`src/hw/f27_pkg.sv`:
```
// f27 affine scaler definitions
package f27_pkg;

	// float word layout, sign then exponent then stored fraction
	localparam int F27_W = 27;
	localparam int EXP_BIAS = 127;
	localparam int FRAC_W = 18;

	// integer results are clipped to this magnitude
	localparam int INT_MAX = 32767;

	// buffer sizes, the input depth is also the sender's starting credit
	localparam int IN_DEPTH = 4;
	localparam int OUT_DEPTH = 8;

	// coefficients after reset give y = x
	localparam logic [F27_W-1:0] GAIN_RESET = {1'b0, 8'd127, 18'd0};
	localparam logic [F27_W-1:0] OFFSET_RESET = '0;

	// coefficient load, sel picks gain (0) or offset (1)
	typedef struct packed {
		logic kind;
		logic sel;
		logic [2:0] pad;
		logic [F27_W-1:0] coef;
	} coef_view_t;

	// sample word, kind is 0
	typedef struct packed {
		logic kind;
		logic [14:0] pad;
		logic signed [15:0] sample;
	} sample_view_t;

	// one 32-bit input word, decoded by its top bit
	typedef union packed {
		coef_view_t coef_view;
		sample_view_t sample_view;
	} in_word_t;

endpackage

```
`src/hw/f27_ops.sv`:
```
// f27 combinational float blocks
`timescale 1ns/10ps

module f27_int2float (
	input logic signed [15:0] a,
	output logic [f27_pkg::F27_W-1:0] q
);
	logic [15:0] mag;
	logic [4:0] lead;
	logic [4:0] shamt;
	logic [33:0] shifted;
	logic [7:0] exp_q;

	// magnitude, -32768 folds to 0x8000 which is still correct unsigned
	assign mag = a[15] ? -a : a;

	// position of the highest set bit
	always_comb begin
		lead = '0;
		for (int i = 0; i < 16; i++) begin
			if (mag[i]) lead = 5'(i);
		end
	end

	// move the leading one up to bit 18, it is dropped as the hidden bit
	assign shamt = 5'(f27_pkg::FRAC_W) - lead;
	assign shifted = {18'b0, mag} << shamt;
	assign exp_q = 8'(f27_pkg::EXP_BIAS) + 8'(lead);

	// zero has no leading one, so it gets the all-zero word
	assign q = (a == 0) ? '0 : {a[15], exp_q, shifted[f27_pkg::FRAC_W-1:0]};
endmodule

module f27_float2int (
	input logic [f27_pkg::F27_W-1:0] a,
	output logic signed [15:0] q
);
	logic sgn;
	logic [7:0] ex;
	logic [17:0] fr;
	logic [33:0] shifted;
	logic [15:0] mag;

	assign sgn = a[26];
	assign ex = a[25:18];
	assign fr = a[17:0];

	// 1.fr with the binary point above bit 18, shifted by the unbiased exponent
	assign shifted = {15'b0, 1'b1, fr} << (ex - 8'(f27_pkg::EXP_BIAS));
	// integer part, fraction bits are truncated
	assign mag = shifted[33:18];

	always_comb begin
		if (ex < 8'(f27_pkg::EXP_BIAS)) begin
			// magnitude below one
			q = '0;
		end else if (ex > 8'(f27_pkg::EXP_BIAS + 14)) begin
			// too large for 16 bits
			q = sgn ? -16'(f27_pkg::INT_MAX) : 16'(f27_pkg::INT_MAX);
		end else begin
			q = sgn ? -mag : mag;
		end
	end
endmodule

module f27_mul (
	input logic [f27_pkg::F27_W-1:0] a,
	input logic [f27_pkg::F27_W-1:0] b,
	output logic [f27_pkg::F27_W-1:0] q
);
	logic [7:0] a_e, b_e;
	logic [17:0] a_m, b_m;
	logic [35:0] prod;
	logic [8:0] pre_exp;
	logic [7:0] prod_e;
	logic [17:0] prod_f;
	logic underflow;

	assign a_e = a[25:18];
	assign b_e = b[25:18];
	// mantissas with the hidden one, lowest fraction bit truncated
	assign a_m = {1'b1, a[17:1]};
	assign b_m = {1'b1, b[17:1]};

	assign prod = a_m * b_m;
	assign pre_exp = {1'b0, a_e} + {1'b0, b_e};

	// product lies in [1,4), so at most one bit of normalisation
	assign prod_e = prod[35] ? 8'(pre_exp - 9'd126) : 8'(pre_exp - 9'(f27_pkg::EXP_BIAS));
	assign prod_f = prod[35] ? prod[34:17] : prod[33:16];

	// flush to zero when the biased exponent would drop to zero or below
	assign underflow = pre_exp <= 9'(f27_pkg::EXP_BIAS);

	assign q = (underflow || a_e == 8'd0 || b_e == 8'd0) ? '0 :
		{a[26] ^ b[26], prod_e, prod_f};
endmodule

module f27_add (
	input logic [f27_pkg::F27_W-1:0] a,
	input logic [f27_pkg::F27_W-1:0] b,
	output logic [f27_pkg::F27_W-1:0] q
);
	logic a_s, b_s;
	logic [7:0] a_e, b_e;
	logic [17:0] a_m, b_m;
	logic a_larger;
	logic [7:0] diff_a, diff_b, big_e;
	logic [36:0] a_al, b_al, sum;
	logic [5:0] shamt;
	logic [53:0] norm;
	logic [7:0] sum_e;
	logic underflow;

	assign a_s = a[26];
	assign b_s = b[26];
	assign a_e = a[25:18];
	assign b_e = b[25:18];
	assign a_m = {1'b1, a[17:1]};
	assign b_m = {1'b1, b[17:1]};

	// larger magnitude decides the result sign and stays unshifted
	assign a_larger = (a_e > b_e) || ((a_e == b_e) && (a_m > b_m));
	assign diff_a = b_e - a_e;
	assign diff_b = a_e - b_e;
	assign big_e = (b_e > a_e) ? b_e : a_e;

	// align the smaller operand, a guard bit on top catches the carry
	assign a_al = a_larger ? {1'b0, a_m, 18'b0} :
		(diff_a > 8'd35) ? '0 : ({1'b0, a_m, 18'b0} >> diff_a);
	assign b_al = !a_larger ? {1'b0, b_m, 18'b0} :
		(diff_b > 8'd35) ? '0 : ({1'b0, b_m, 18'b0} >> diff_b);

	// unlike signs subtract the smaller from the larger
	assign sum = (a_s ^ b_s) ? (a_larger ? a_al - b_al : b_al - a_al) : a_al + b_al;

	// distance of the leading one from bit 36, 37 for a zero sum
	always_comb begin
		shamt = 6'd37;
		for (int i = 0; i < 37; i++) begin
			if (sum[i]) shamt = 6'(36 - i);
		end
	end

	// one extra shift drops the hidden bit
	assign norm = {sum, 17'b0} << (shamt + 6'd1);
	assign sum_e = big_e - 8'(shamt) + 8'd1;

	// exponent would reach zero or wrap
	assign underflow = ({2'b0, big_e} + 10'd1) <= {4'b0, shamt};

	always_comb begin
		if (a_e == 8'd0 && b_e == 8'd0) q = '0;
		else if (a_e == 8'd0) q = b;
		else if (b_e == 8'd0) q = a;
		else if (underflow || sum == '0) q = '0;
		else q = {a_larger ? a_s : b_s, sum_e, norm[53:36]};
	end
endmodule

```
`src/hw/sample_ingress.sv`:
```
// affine scaler input buffer
`timescale 1ns/10ps

module sample_ingress (
	input logic clk,
	input logic arst_n,
	input logic in_valid,
	input f27_pkg::in_word_t in_word,
	output logic in_credit,
	input logic room,
	output logic issue_valid,
	output logic signed [15:0] issue_sample,
	output logic [f27_pkg::F27_W-1:0] issue_gain,
	output logic [f27_pkg::F27_W-1:0] issue_offset
);
	f27_pkg::in_word_t mem [f27_pkg::IN_DEPTH];
	logic [$clog2(f27_pkg::IN_DEPTH)-1:0] wr_ptr, rd_ptr;
	logic [$clog2(f27_pkg::IN_DEPTH):0] count;
	f27_pkg::in_word_t head;
	logic head_coef;
	logic pop;
	logic [f27_pkg::F27_W-1:0] gain_q, offset_q;

	// head word, seen through both views of the union
	assign head = mem[rd_ptr];
	assign head_coef = head.coef_view.kind;

	// coefficients always drain, samples wait for space downstream
	assign pop = (count != 0) && (head_coef || room);
	// each pop hands one credit back to the sender
	assign in_credit = pop;

	assign issue_valid = pop && !head_coef;
	assign issue_sample = head.sample_view.sample;
	// a sample uses the values in force in its own issue cycle
	assign issue_gain = gain_q;
	assign issue_offset = offset_q;

	// storage, the sender never writes without a credit
	always_ff @(posedge clk) begin
		if (in_valid) mem[wr_ptr] <= in_word;
	end

	always_ff @(posedge clk or negedge arst_n) begin
		if (!arst_n) begin
			wr_ptr <= '0;
			rd_ptr <= '0;
			count <= '0;
		end else begin
			// pointers wrap naturally, depth is a power of two
			if (in_valid) wr_ptr <= wr_ptr + 1'b1;
			if (pop) rd_ptr <= rd_ptr + 1'b1;
			case ({in_valid, pop})
				2'b10: count <= count + 1'b1;
				2'b01: count <= count - 1'b1;
				default: count <= count;
			endcase
		end
	end

	// coefficient registers, loaded when their word is popped
	always_ff @(posedge clk or negedge arst_n) begin
		if (!arst_n) begin
			gain_q <= f27_pkg::GAIN_RESET;
			offset_q <= f27_pkg::OFFSET_RESET;
		end else if (pop && head_coef) begin
			if (head.coef_view.sel) offset_q <= head.coef_view.coef;
			else gain_q <= head.coef_view.coef;
		end
	end
endmodule

```
`src/hw/affine_pipe.sv`:
```
// three-stage affine float pipeline
`timescale 1ns/10ps

module affine_pipe (
	input logic clk,
	input logic arst_n,
	input logic issue_valid,
	input logic signed [15:0] issue_sample,
	input logic [f27_pkg::F27_W-1:0] issue_gain,
	input logic [f27_pkg::F27_W-1:0] issue_offset,
	output logic res_valid,
	output logic signed [15:0] res_sample
);
	logic [f27_pkg::F27_W-1:0] x_f;
	logic [f27_pkg::F27_W-1:0] prod_f;
	logic [f27_pkg::F27_W-1:0] sum_f;
	logic signed [15:0] sum_i;

	// stage registers, one valid bit per stage
	logic s1_valid, s2_valid, s3_valid;
	logic [f27_pkg::F27_W-1:0] s1_x, s1_gain, s1_offset;
	logic [f27_pkg::F27_W-1:0] s2_prod, s2_offset;
	logic signed [15:0] s3_res;

	// sample to float ahead of stage 1
	f27_int2float cvt_in_i (.a(issue_sample), .q(x_f));
	// gain times x between stages 1 and 2
	f27_mul mul_i (.a(s1_x), .b(s1_gain), .q(prod_f));
	// plus offset, then back to integer, between stages 2 and 3
	f27_add add_i (.a(s2_prod), .b(s2_offset), .q(sum_f));
	f27_float2int cvt_out_i (.a(sum_f), .q(sum_i));

	always_ff @(posedge clk or negedge arst_n) begin
		if (!arst_n) begin
			s1_valid <= 1'b0;
			s2_valid <= 1'b0;
			s3_valid <= 1'b0;
		end else begin
			s1_valid <= issue_valid;
			s2_valid <= s1_valid;
			s3_valid <= s2_valid;
		end
	end

	// data path, coefficients ride along with their sample
	always_ff @(posedge clk) begin
		s1_x <= x_f;
		s1_gain <= issue_gain;
		s1_offset <= issue_offset;
		s2_prod <= prod_f;
		s2_offset <= s1_offset;
		s3_res <= sum_i;
	end

	// result lands three cycles after issue
	assign res_valid = s3_valid;
	assign res_sample = s3_res;
endmodule

```
`src/hw/sample_egress.sv`:
```
// affine scaler output buffer
`timescale 1ns/10ps

module sample_egress (
	input logic clk,
	input logic arst_n,
	input logic issue_valid,
	input logic res_valid,
	input logic signed [15:0] res_sample,
	output logic room,
	input logic out_credit,
	output logic out_valid,
	output logic signed [15:0] out_sample
);
	logic signed [15:0] mem [f27_pkg::OUT_DEPTH];
	logic [$clog2(f27_pkg::OUT_DEPTH)-1:0] wr_ptr, rd_ptr;
	logic [$clog2(f27_pkg::OUT_DEPTH):0] occ;
	logic [$clog2(f27_pkg::OUT_DEPTH):0] in_flight;
	logic [$clog2(f27_pkg::OUT_DEPTH)+1:0] reserved;
	// receiver may grant ahead of data, so plenty of headroom
	logic [15:0] credits;
	logic send;

	// buffered entries plus results still in the pipeline
	assign reserved = {1'b0, occ} + {1'b0, in_flight};
	assign room = reserved < ($bits(reserved))'(f27_pkg::OUT_DEPTH);

	// one send per cycle needs both data and a credit
	assign send = (occ != 0) && (credits != 0);
	assign out_valid = send;
	assign out_sample = mem[rd_ptr];

	// room guarantees a free slot for every result
	always_ff @(posedge clk) begin
		if (res_valid) mem[wr_ptr] <= res_sample;
	end

	always_ff @(posedge clk or negedge arst_n) begin
		if (!arst_n) begin
			wr_ptr <= '0;
			rd_ptr <= '0;
			occ <= '0;
			in_flight <= '0;
			credits <= '0;
		end else begin
			if (res_valid) wr_ptr <= wr_ptr + 1'b1;
			if (send) rd_ptr <= rd_ptr + 1'b1;
			case ({res_valid, send})
				2'b10: occ <= occ + 1'b1;
				2'b01: occ <= occ - 1'b1;
				default: occ <= occ;
			endcase
			// up on issue, down when the result arrives
			case ({issue_valid, res_valid})
				2'b10: in_flight <= in_flight + 1'b1;
				2'b01: in_flight <= in_flight - 1'b1;
				default: in_flight <= in_flight;
			endcase
			// grant and spend in one cycle cancel out
			case ({out_credit, send})
				2'b10: credits <= credits + 1'b1;
				2'b01: credits <= credits - 1'b1;
				default: credits <= credits;
			endcase
		end
	end
endmodule

```
`src/hw/f27_affine_top.sv`:
```
// affine scaler top level
`timescale 1ns/10ps

module f27_affine_top (
	input logic clk,
	input logic arst_n,
	input logic in_valid,
	input f27_pkg::in_word_t in_word,
	output logic in_credit,
	input logic out_credit,
	output logic out_valid,
	output logic signed [15:0] out_sample
);
	// ingress to pipeline and egress
	logic issue_valid;
	logic signed [15:0] issue_sample;
	logic [f27_pkg::F27_W-1:0] issue_gain;
	logic [f27_pkg::F27_W-1:0] issue_offset;
	// egress back to ingress
	logic room;
	// pipeline to egress
	logic res_valid;
	logic signed [15:0] res_sample;

	// word buffer, coefficient registers and sample issue
	sample_ingress ingress_i (
		.clk(clk),
		.arst_n(arst_n),
		.in_valid(in_valid),
		.in_word(in_word),
		.in_credit(in_credit),
		.room(room),
		.issue_valid(issue_valid),
		.issue_sample(issue_sample),
		.issue_gain(issue_gain),
		.issue_offset(issue_offset)
	);

	// gain times x plus offset, fixed three-cycle latency
	affine_pipe pipe_i (
		.clk(clk),
		.arst_n(arst_n),
		.issue_valid(issue_valid),
		.issue_sample(issue_sample),
		.issue_gain(issue_gain),
		.issue_offset(issue_offset),
		.res_valid(res_valid),
		.res_sample(res_sample)
	);

	// result buffer, sends only against receiver credits
	sample_egress egress_i (
		.clk(clk),
		.arst_n(arst_n),
		.issue_valid(issue_valid),
		.res_valid(res_valid),
		.res_sample(res_sample),
		.room(room),
		.out_credit(out_credit),
		.out_valid(out_valid),
		.out_sample(out_sample)
	);
endmodule

```
`config.mk`:
```
export PLATFORM = sky130hd
export DESIGN_NAME = f27_affine_top
export DESIGN_NICKNAME = d
export VERILOG_FILES = /design/src/hw/f27_pkg.sv /design/src/hw/f27_ops.sv /design/src/hw/sample_ingress.sv /design/src/hw/affine_pipe.sv /design/src/hw/sample_egress.sv /design/src/hw/f27_affine_top.sv
export SDC_FILE = /design/constraint.sdc
export NUM_CORES = 2
export LEC_CHECK = 0
export BUFFER_PORTS_ARGS = -buffer_cell sky130_fd_sc_hd__buf_2
export CAP_MARGIN = 30
export CORE_MARGIN = 2
export CORE_UTILIZATION = 60
export DETAILED_ROUTE_END_ITERATION = 8
export PLACE_DENSITY = 0.76
export SYNTH_ARGS = -nofsm -noshare
export SYNTH_HDL_FRONTEND = slang
export SYNTH_SLANG_ARGS = --single-unit
```
`constraint.sdc`:
```
create_clock -name clk -period 25.7 [get_ports clk]
set_clock_uncertainty 0.15 [all_clocks]
set_input_delay 7.71 -clock clk [delete_from_list [all_inputs] [get_ports clk]]
set_output_delay 7.71 -clock clk [all_outputs]
set_load 0.02 [all_outputs]
```
==> impl_summary.txt <==
----------------------------------------------------
[Layout]
  Final non-filler cell area ... 0.0520 sq mm
  Share of cells above drive strength 1 ... 10.2%
  Nets ... 6079
  Most frequent cells in the layout ... sky130_fd_sc_hd__nand2_1, sky130_fd_sc_hd__inv_1, sky130_fd_sc_hd__nor2_1
  Post-layout instance count excluding filler cells ... 6578
  Most common library cell in the layout ignoring fill and taps ... sky130_fd_sc_hd__nand2_1
  P&R area growth vs syn ... 6.03%

[Global route]
  Grt total ovfl ... 0
  Via count of the first global-routing pass ... 43200
  Global-route usage over all layers ... 40.2%
  Number of antenna violations at the first check in global routing ... 5
  Global-route wire length before repair ... 263 mm
  Pin count of the biggest net entering global routing ... 84

[Worst setup path]
  Worst EP required ... 26.05 ns
  Max FO, Critical Path ... 20
  Endpoint arrival time on the critical path ... 16.96 ns
  Delay of the slowest critical-path stage ... 0.85 ns
  Type of the worst setup path ... reg2reg
  Critical path startpoint category ... flop
  Category of the worst setup path capture point ... flop
  Slowest-stage cell, CP ... sky130_fd_sc_hd__nor2_1
  Worst path most repeated cell ... sky130_fd_sc_hd__a21oi_1

[Clocking]
  Cells resized by post-CTS repair ... 0
  Clk sinks ... 485
  Root buffer selected by CTS ... sky130_fd_sc_hd__clkbuf_16
  TritonCTS clock tree ... yes
  CTS Buffer Depth ... 3
  Clock buffers created by TritonCTS ... 49
  Clock slew at reported path FFs ... 0.06 ns
  CTS Hold Bufs ... 0
  Post-CTS setup repair buffer count ... 0
  Worst-Skew Late Latency ... 0.64 ns
  Number of H-tree branching levels ... 2

[Placed design]
  Number of instances in the placed design ... 6484
  Post-detailed-placement half-perimeter wirelength ... 131 mm
  Final estimated routing congestion in global placement ... 1.09
  Port-buffer cells ... 50
  Setup Slack @ Placement ... 9.92 ns
  Placed instance area ... 0.0504 sq mm

[Logic synthesis]
  Number of enable flip-flop cells after synthesis ... 244
  Number of distinct library cells after synthesis ... 134
  Simple-Gate Fraction of Synth Area ... 18.3%
  #FFs+latches synth ... 485
  Per-instance average area after synthesis ... 8.82 sq um
  Main combinational cell family by area after synthesis ... compound AO/OA/AOI/OAI gates
  Cell Area, Synth ... 0.0490 sq mm
  Syn nets ... 6167
  Fraction of synthesis flops using an asynchronous set or reset pin ... 19.2%
  Post-synthesis compound-gate area fraction ... 20.7%
  Share of the yosys chip area belonging to registers ... 25.7%
  Number of synthesis warnings ... 0
  Post-Synth XOR/XNOR Area ... 2.61%
  Synthesized-area fraction occupied by adder cells ... 18.5%
  Post-synthesis cell count ... 5563
  Top FF cell, synth ... sky130_fd_sc_hd__edfxtp_1
  Mux share of post-synthesis cell area ... 7.90%

[Timing]
  Remaining max-slew budget at the tightest pin ... 22.6%
  Fraction of the cycle the final worst path needs ... 64.6%
  Final-layout setup total negative slack ... 0 ns
  RSZ-0062 raised after global routing ... false
  Final period demand of the worst path ... 16.62 ns
  Count of final setup violators ... 0
  Worst Tran Pin Value ... 1.15 ns
  Upper clock frequency limit ... 60.2 MHz
  Count of pins over their slew limit ... 0
  Setup slack after layout ... 9.08 ns
  Final Hold Violating Endpoints ... 0

[Die]
  Core Rows ... 104
  Num ports ... 54
  Core area ... 0.0807 sq mm
  Die width ... 290 um
  Floorplan die area ... 0.0840 sq mm
  Chip Height ... 290 um
  Starting Density ... 60.8%

[Drt]
  Routed Antenna Nets ... 0
  Detail-routed via count per cell ... 6.87
  Number of DRC violations after detailed routing ... 0
  Total wire length after detailed routing ... 172 mm
  Uppermost layer routed ... met5
  Met1 WL ... 69.3 mm
  Routed wl met3 ... 17.8 mm
  Drt first-iter violations ... 6487
  Wire length on met2 ... 74.1 mm
  Detailed-routing iteration count for the pre-antenna-repair pass ... 7
  Vias after detailed routing ... 45200
  Detailed-route wire length per cell ... 26.1 um

[Status]
  Status ... finished clean

[Worst hold path]
  Type of the worst min-delay path ... reg2reg

[Job]
  Max-cap viol count ... 0

----------------------------------------------------
## critical path, delay by kind of cell (launching register included)
kind	cells	cell delay [ns]
AO/OA/AOI/OAI	25	6.07
AND/OR/NAND/NOR	12	5.00
adder cells (fa/ha/maj)	6	2.32
buffers and inverters	6	1.13
XOR/XNOR	2	0.66
multiplexers	3	0.64
flip-flops	1	0.47
## flip-flops by register name, indices dropped and copies added (netlist names), 25 cells and up
signal,cells
pipe_i.s2_offset,27
ingress_i.mem,116
pipe_i.s2_prod,27
pipe_i.s1_offset,27
egress_i.mem,128
pipe_i.s1_gain,26
ingress_i.issue_offset,27
ingress_i.issue_gain,26
pipe_i.s1_x,25
## cell type report
| cell class | count | area, sq um |
|---|---|---|
| antenna | 2 | 5.00 |
| clock inverter | 22 | 254 |
| timing repair buffer | 173 | 1180 |
| fill | 6843 | 28700 |
| multi-input combinational | 4286 | 33500 |
| tap | 1060 | 1330 |
| inverter | 480 | 1800 |
| clock buffer | 70 | 1340 |
| sequential | 485 | 12600 |
## final timing paths
path / cells past startpoint / to / from / slack, ns
worst max-delay path: 54 / pipe_i.res_sample[8] / pipe_i.s2_prod[23] / 9.08
worst min-delay path: 0 / pipe_i.s2_offset[18] / pipe_i.s1_offset[18] / 0.14
worst max register to register: 54 / pipe_i.res_sample[8] / pipe_i.s2_prod[23] / 9.08
worst min register to register: 0 / pipe_i.s2_offset[18] / pipe_i.s1_offset[18] / 0.14
max in group asynchronous: 2 / ingress_i.issue_offset[3] / arst_n / 17.12
min in group asynchronous: 1 / egress_i.rd_ptr[2] / arst_n / 7.00
## cell usage after synthesis, types with 23 or more instances
master | n | area [sq um]
sky130_fd_sc_hd__fa_1 | 262 | 5250
sky130_fd_sc_hd__nand2b_1 | 44 | 275
sky130_fd_sc_hd__o21ai_1 | 26 | 130
sky130_fd_sc_hd__nand3_1 | 145 | 726
sky130_fd_sc_hd__mux2_2 | 92 | 1040
sky130_fd_sc_hd__xor2_1 | 43 | 377
sky130_fd_sc_hd__dfrtp_1 | 86 | 2150
sky130_fd_sc_hd__a21oi_1 | 348 | 1740
sky130_fd_sc_hd__clkbuf_1 | 251 | 942
sky130_fd_sc_hd__a22oi_1 | 41 | 308
sky130_fd_sc_hd__o21ai_0 | 230 | 1150
sky130_fd_sc_hd__nor2b_1 | 28 | 175
sky130_fd_sc_hd__xnor2_1 | 89 | 780
sky130_fd_sc_hd__a21o_1 | 62 | 465
sky130_fd_sc_hd__a31oi_1 | 52 | 325
sky130_fd_sc_hd__o2111ai_1 | 37 | 324
sky130_fd_sc_hd__or3_1 | 41 | 257
sky130_fd_sc_hd__o21a_1 | 46 | 345
sky130_fd_sc_hd__nand4_1 | 67 | 419
sky130_fd_sc_hd__buf_1 | 23 | 86.3
sky130_fd_sc_hd__o22ai_1 | 37 | 231
sky130_fd_sc_hd__o31ai_1 | 44 | 330
sky130_fd_sc_hd__buf_2 | 28 | 140
sky130_fd_sc_hd__o21bai_1 | 44 | 330
sky130_fd_sc_hd__inv_1 | 466 | 1750
sky130_fd_sc_hd__o211ai_1 | 67 | 503
sky130_fd_sc_hd__nor3_1 | 153 | 766
sky130_fd_sc_hd__nand2_1 | 555 | 2080
sky130_fd_sc_hd__mux4_2 | 77 | 1730
sky130_fd_sc_hd__o221ai_1 | 25 | 219
sky130_fd_sc_hd__nor2_1 | 421 | 1580
sky130_fd_sc_hd__nor4_1 | 66 | 413
sky130_fd_sc_hd__ha_1 | 306 | 3830
sky130_fd_sc_hd__mux2i_1 | 102 | 1020
sky130_fd_sc_hd__and3_1 | 51 | 319
sky130_fd_sc_hd__dfxtp_1 | 148 | 2960
sky130_fd_sc_hd__or2_2 | 25 | 156
sky130_fd_sc_hd__edfxtp_1 | 244 | 7330
sky130_fd_sc_hd__a211oi_1 | 59 | 443
sky130_fd_sc_hd__and2_1 | 165 | 1030
## per-stage QoR
step | util, % | hold slack, ns
2_1_floorplan | - | 0.160
3_3_place_gp | 62.4 | 0.160
3_5_place_dp | 62.5 | 0.162
4_1_cts | 64.4 | 0.156
5_1_grt | 64.4 | 0.168
6_report | 64.4 | 0.143
## routing by layer
layer	up-vias	GRT usage, %
li1	20100	-
met5	-	0
met3	537	7.35
met4	4	21.1
met2	2680	60.8
met1	21900	55.4
## kinds of logic (layout without fill, tap and decap cells)
logic type / after synthesis / count (layout)
AOI/OAI and AO/OA: 1453 / 1453
xor gates and xnor gates: 139 / 139
adders and majority gates: 568 / 568
buffers and inverters: 792 / 745
DFF: 485 / 485
muxes: 277 / 277
other: 1 / 3
and+or+nand+nor: 1848 / 1848
Power is not shown: default switching activity piles up to over one toggle a cycle in this logic, so the estimate is an artifact.
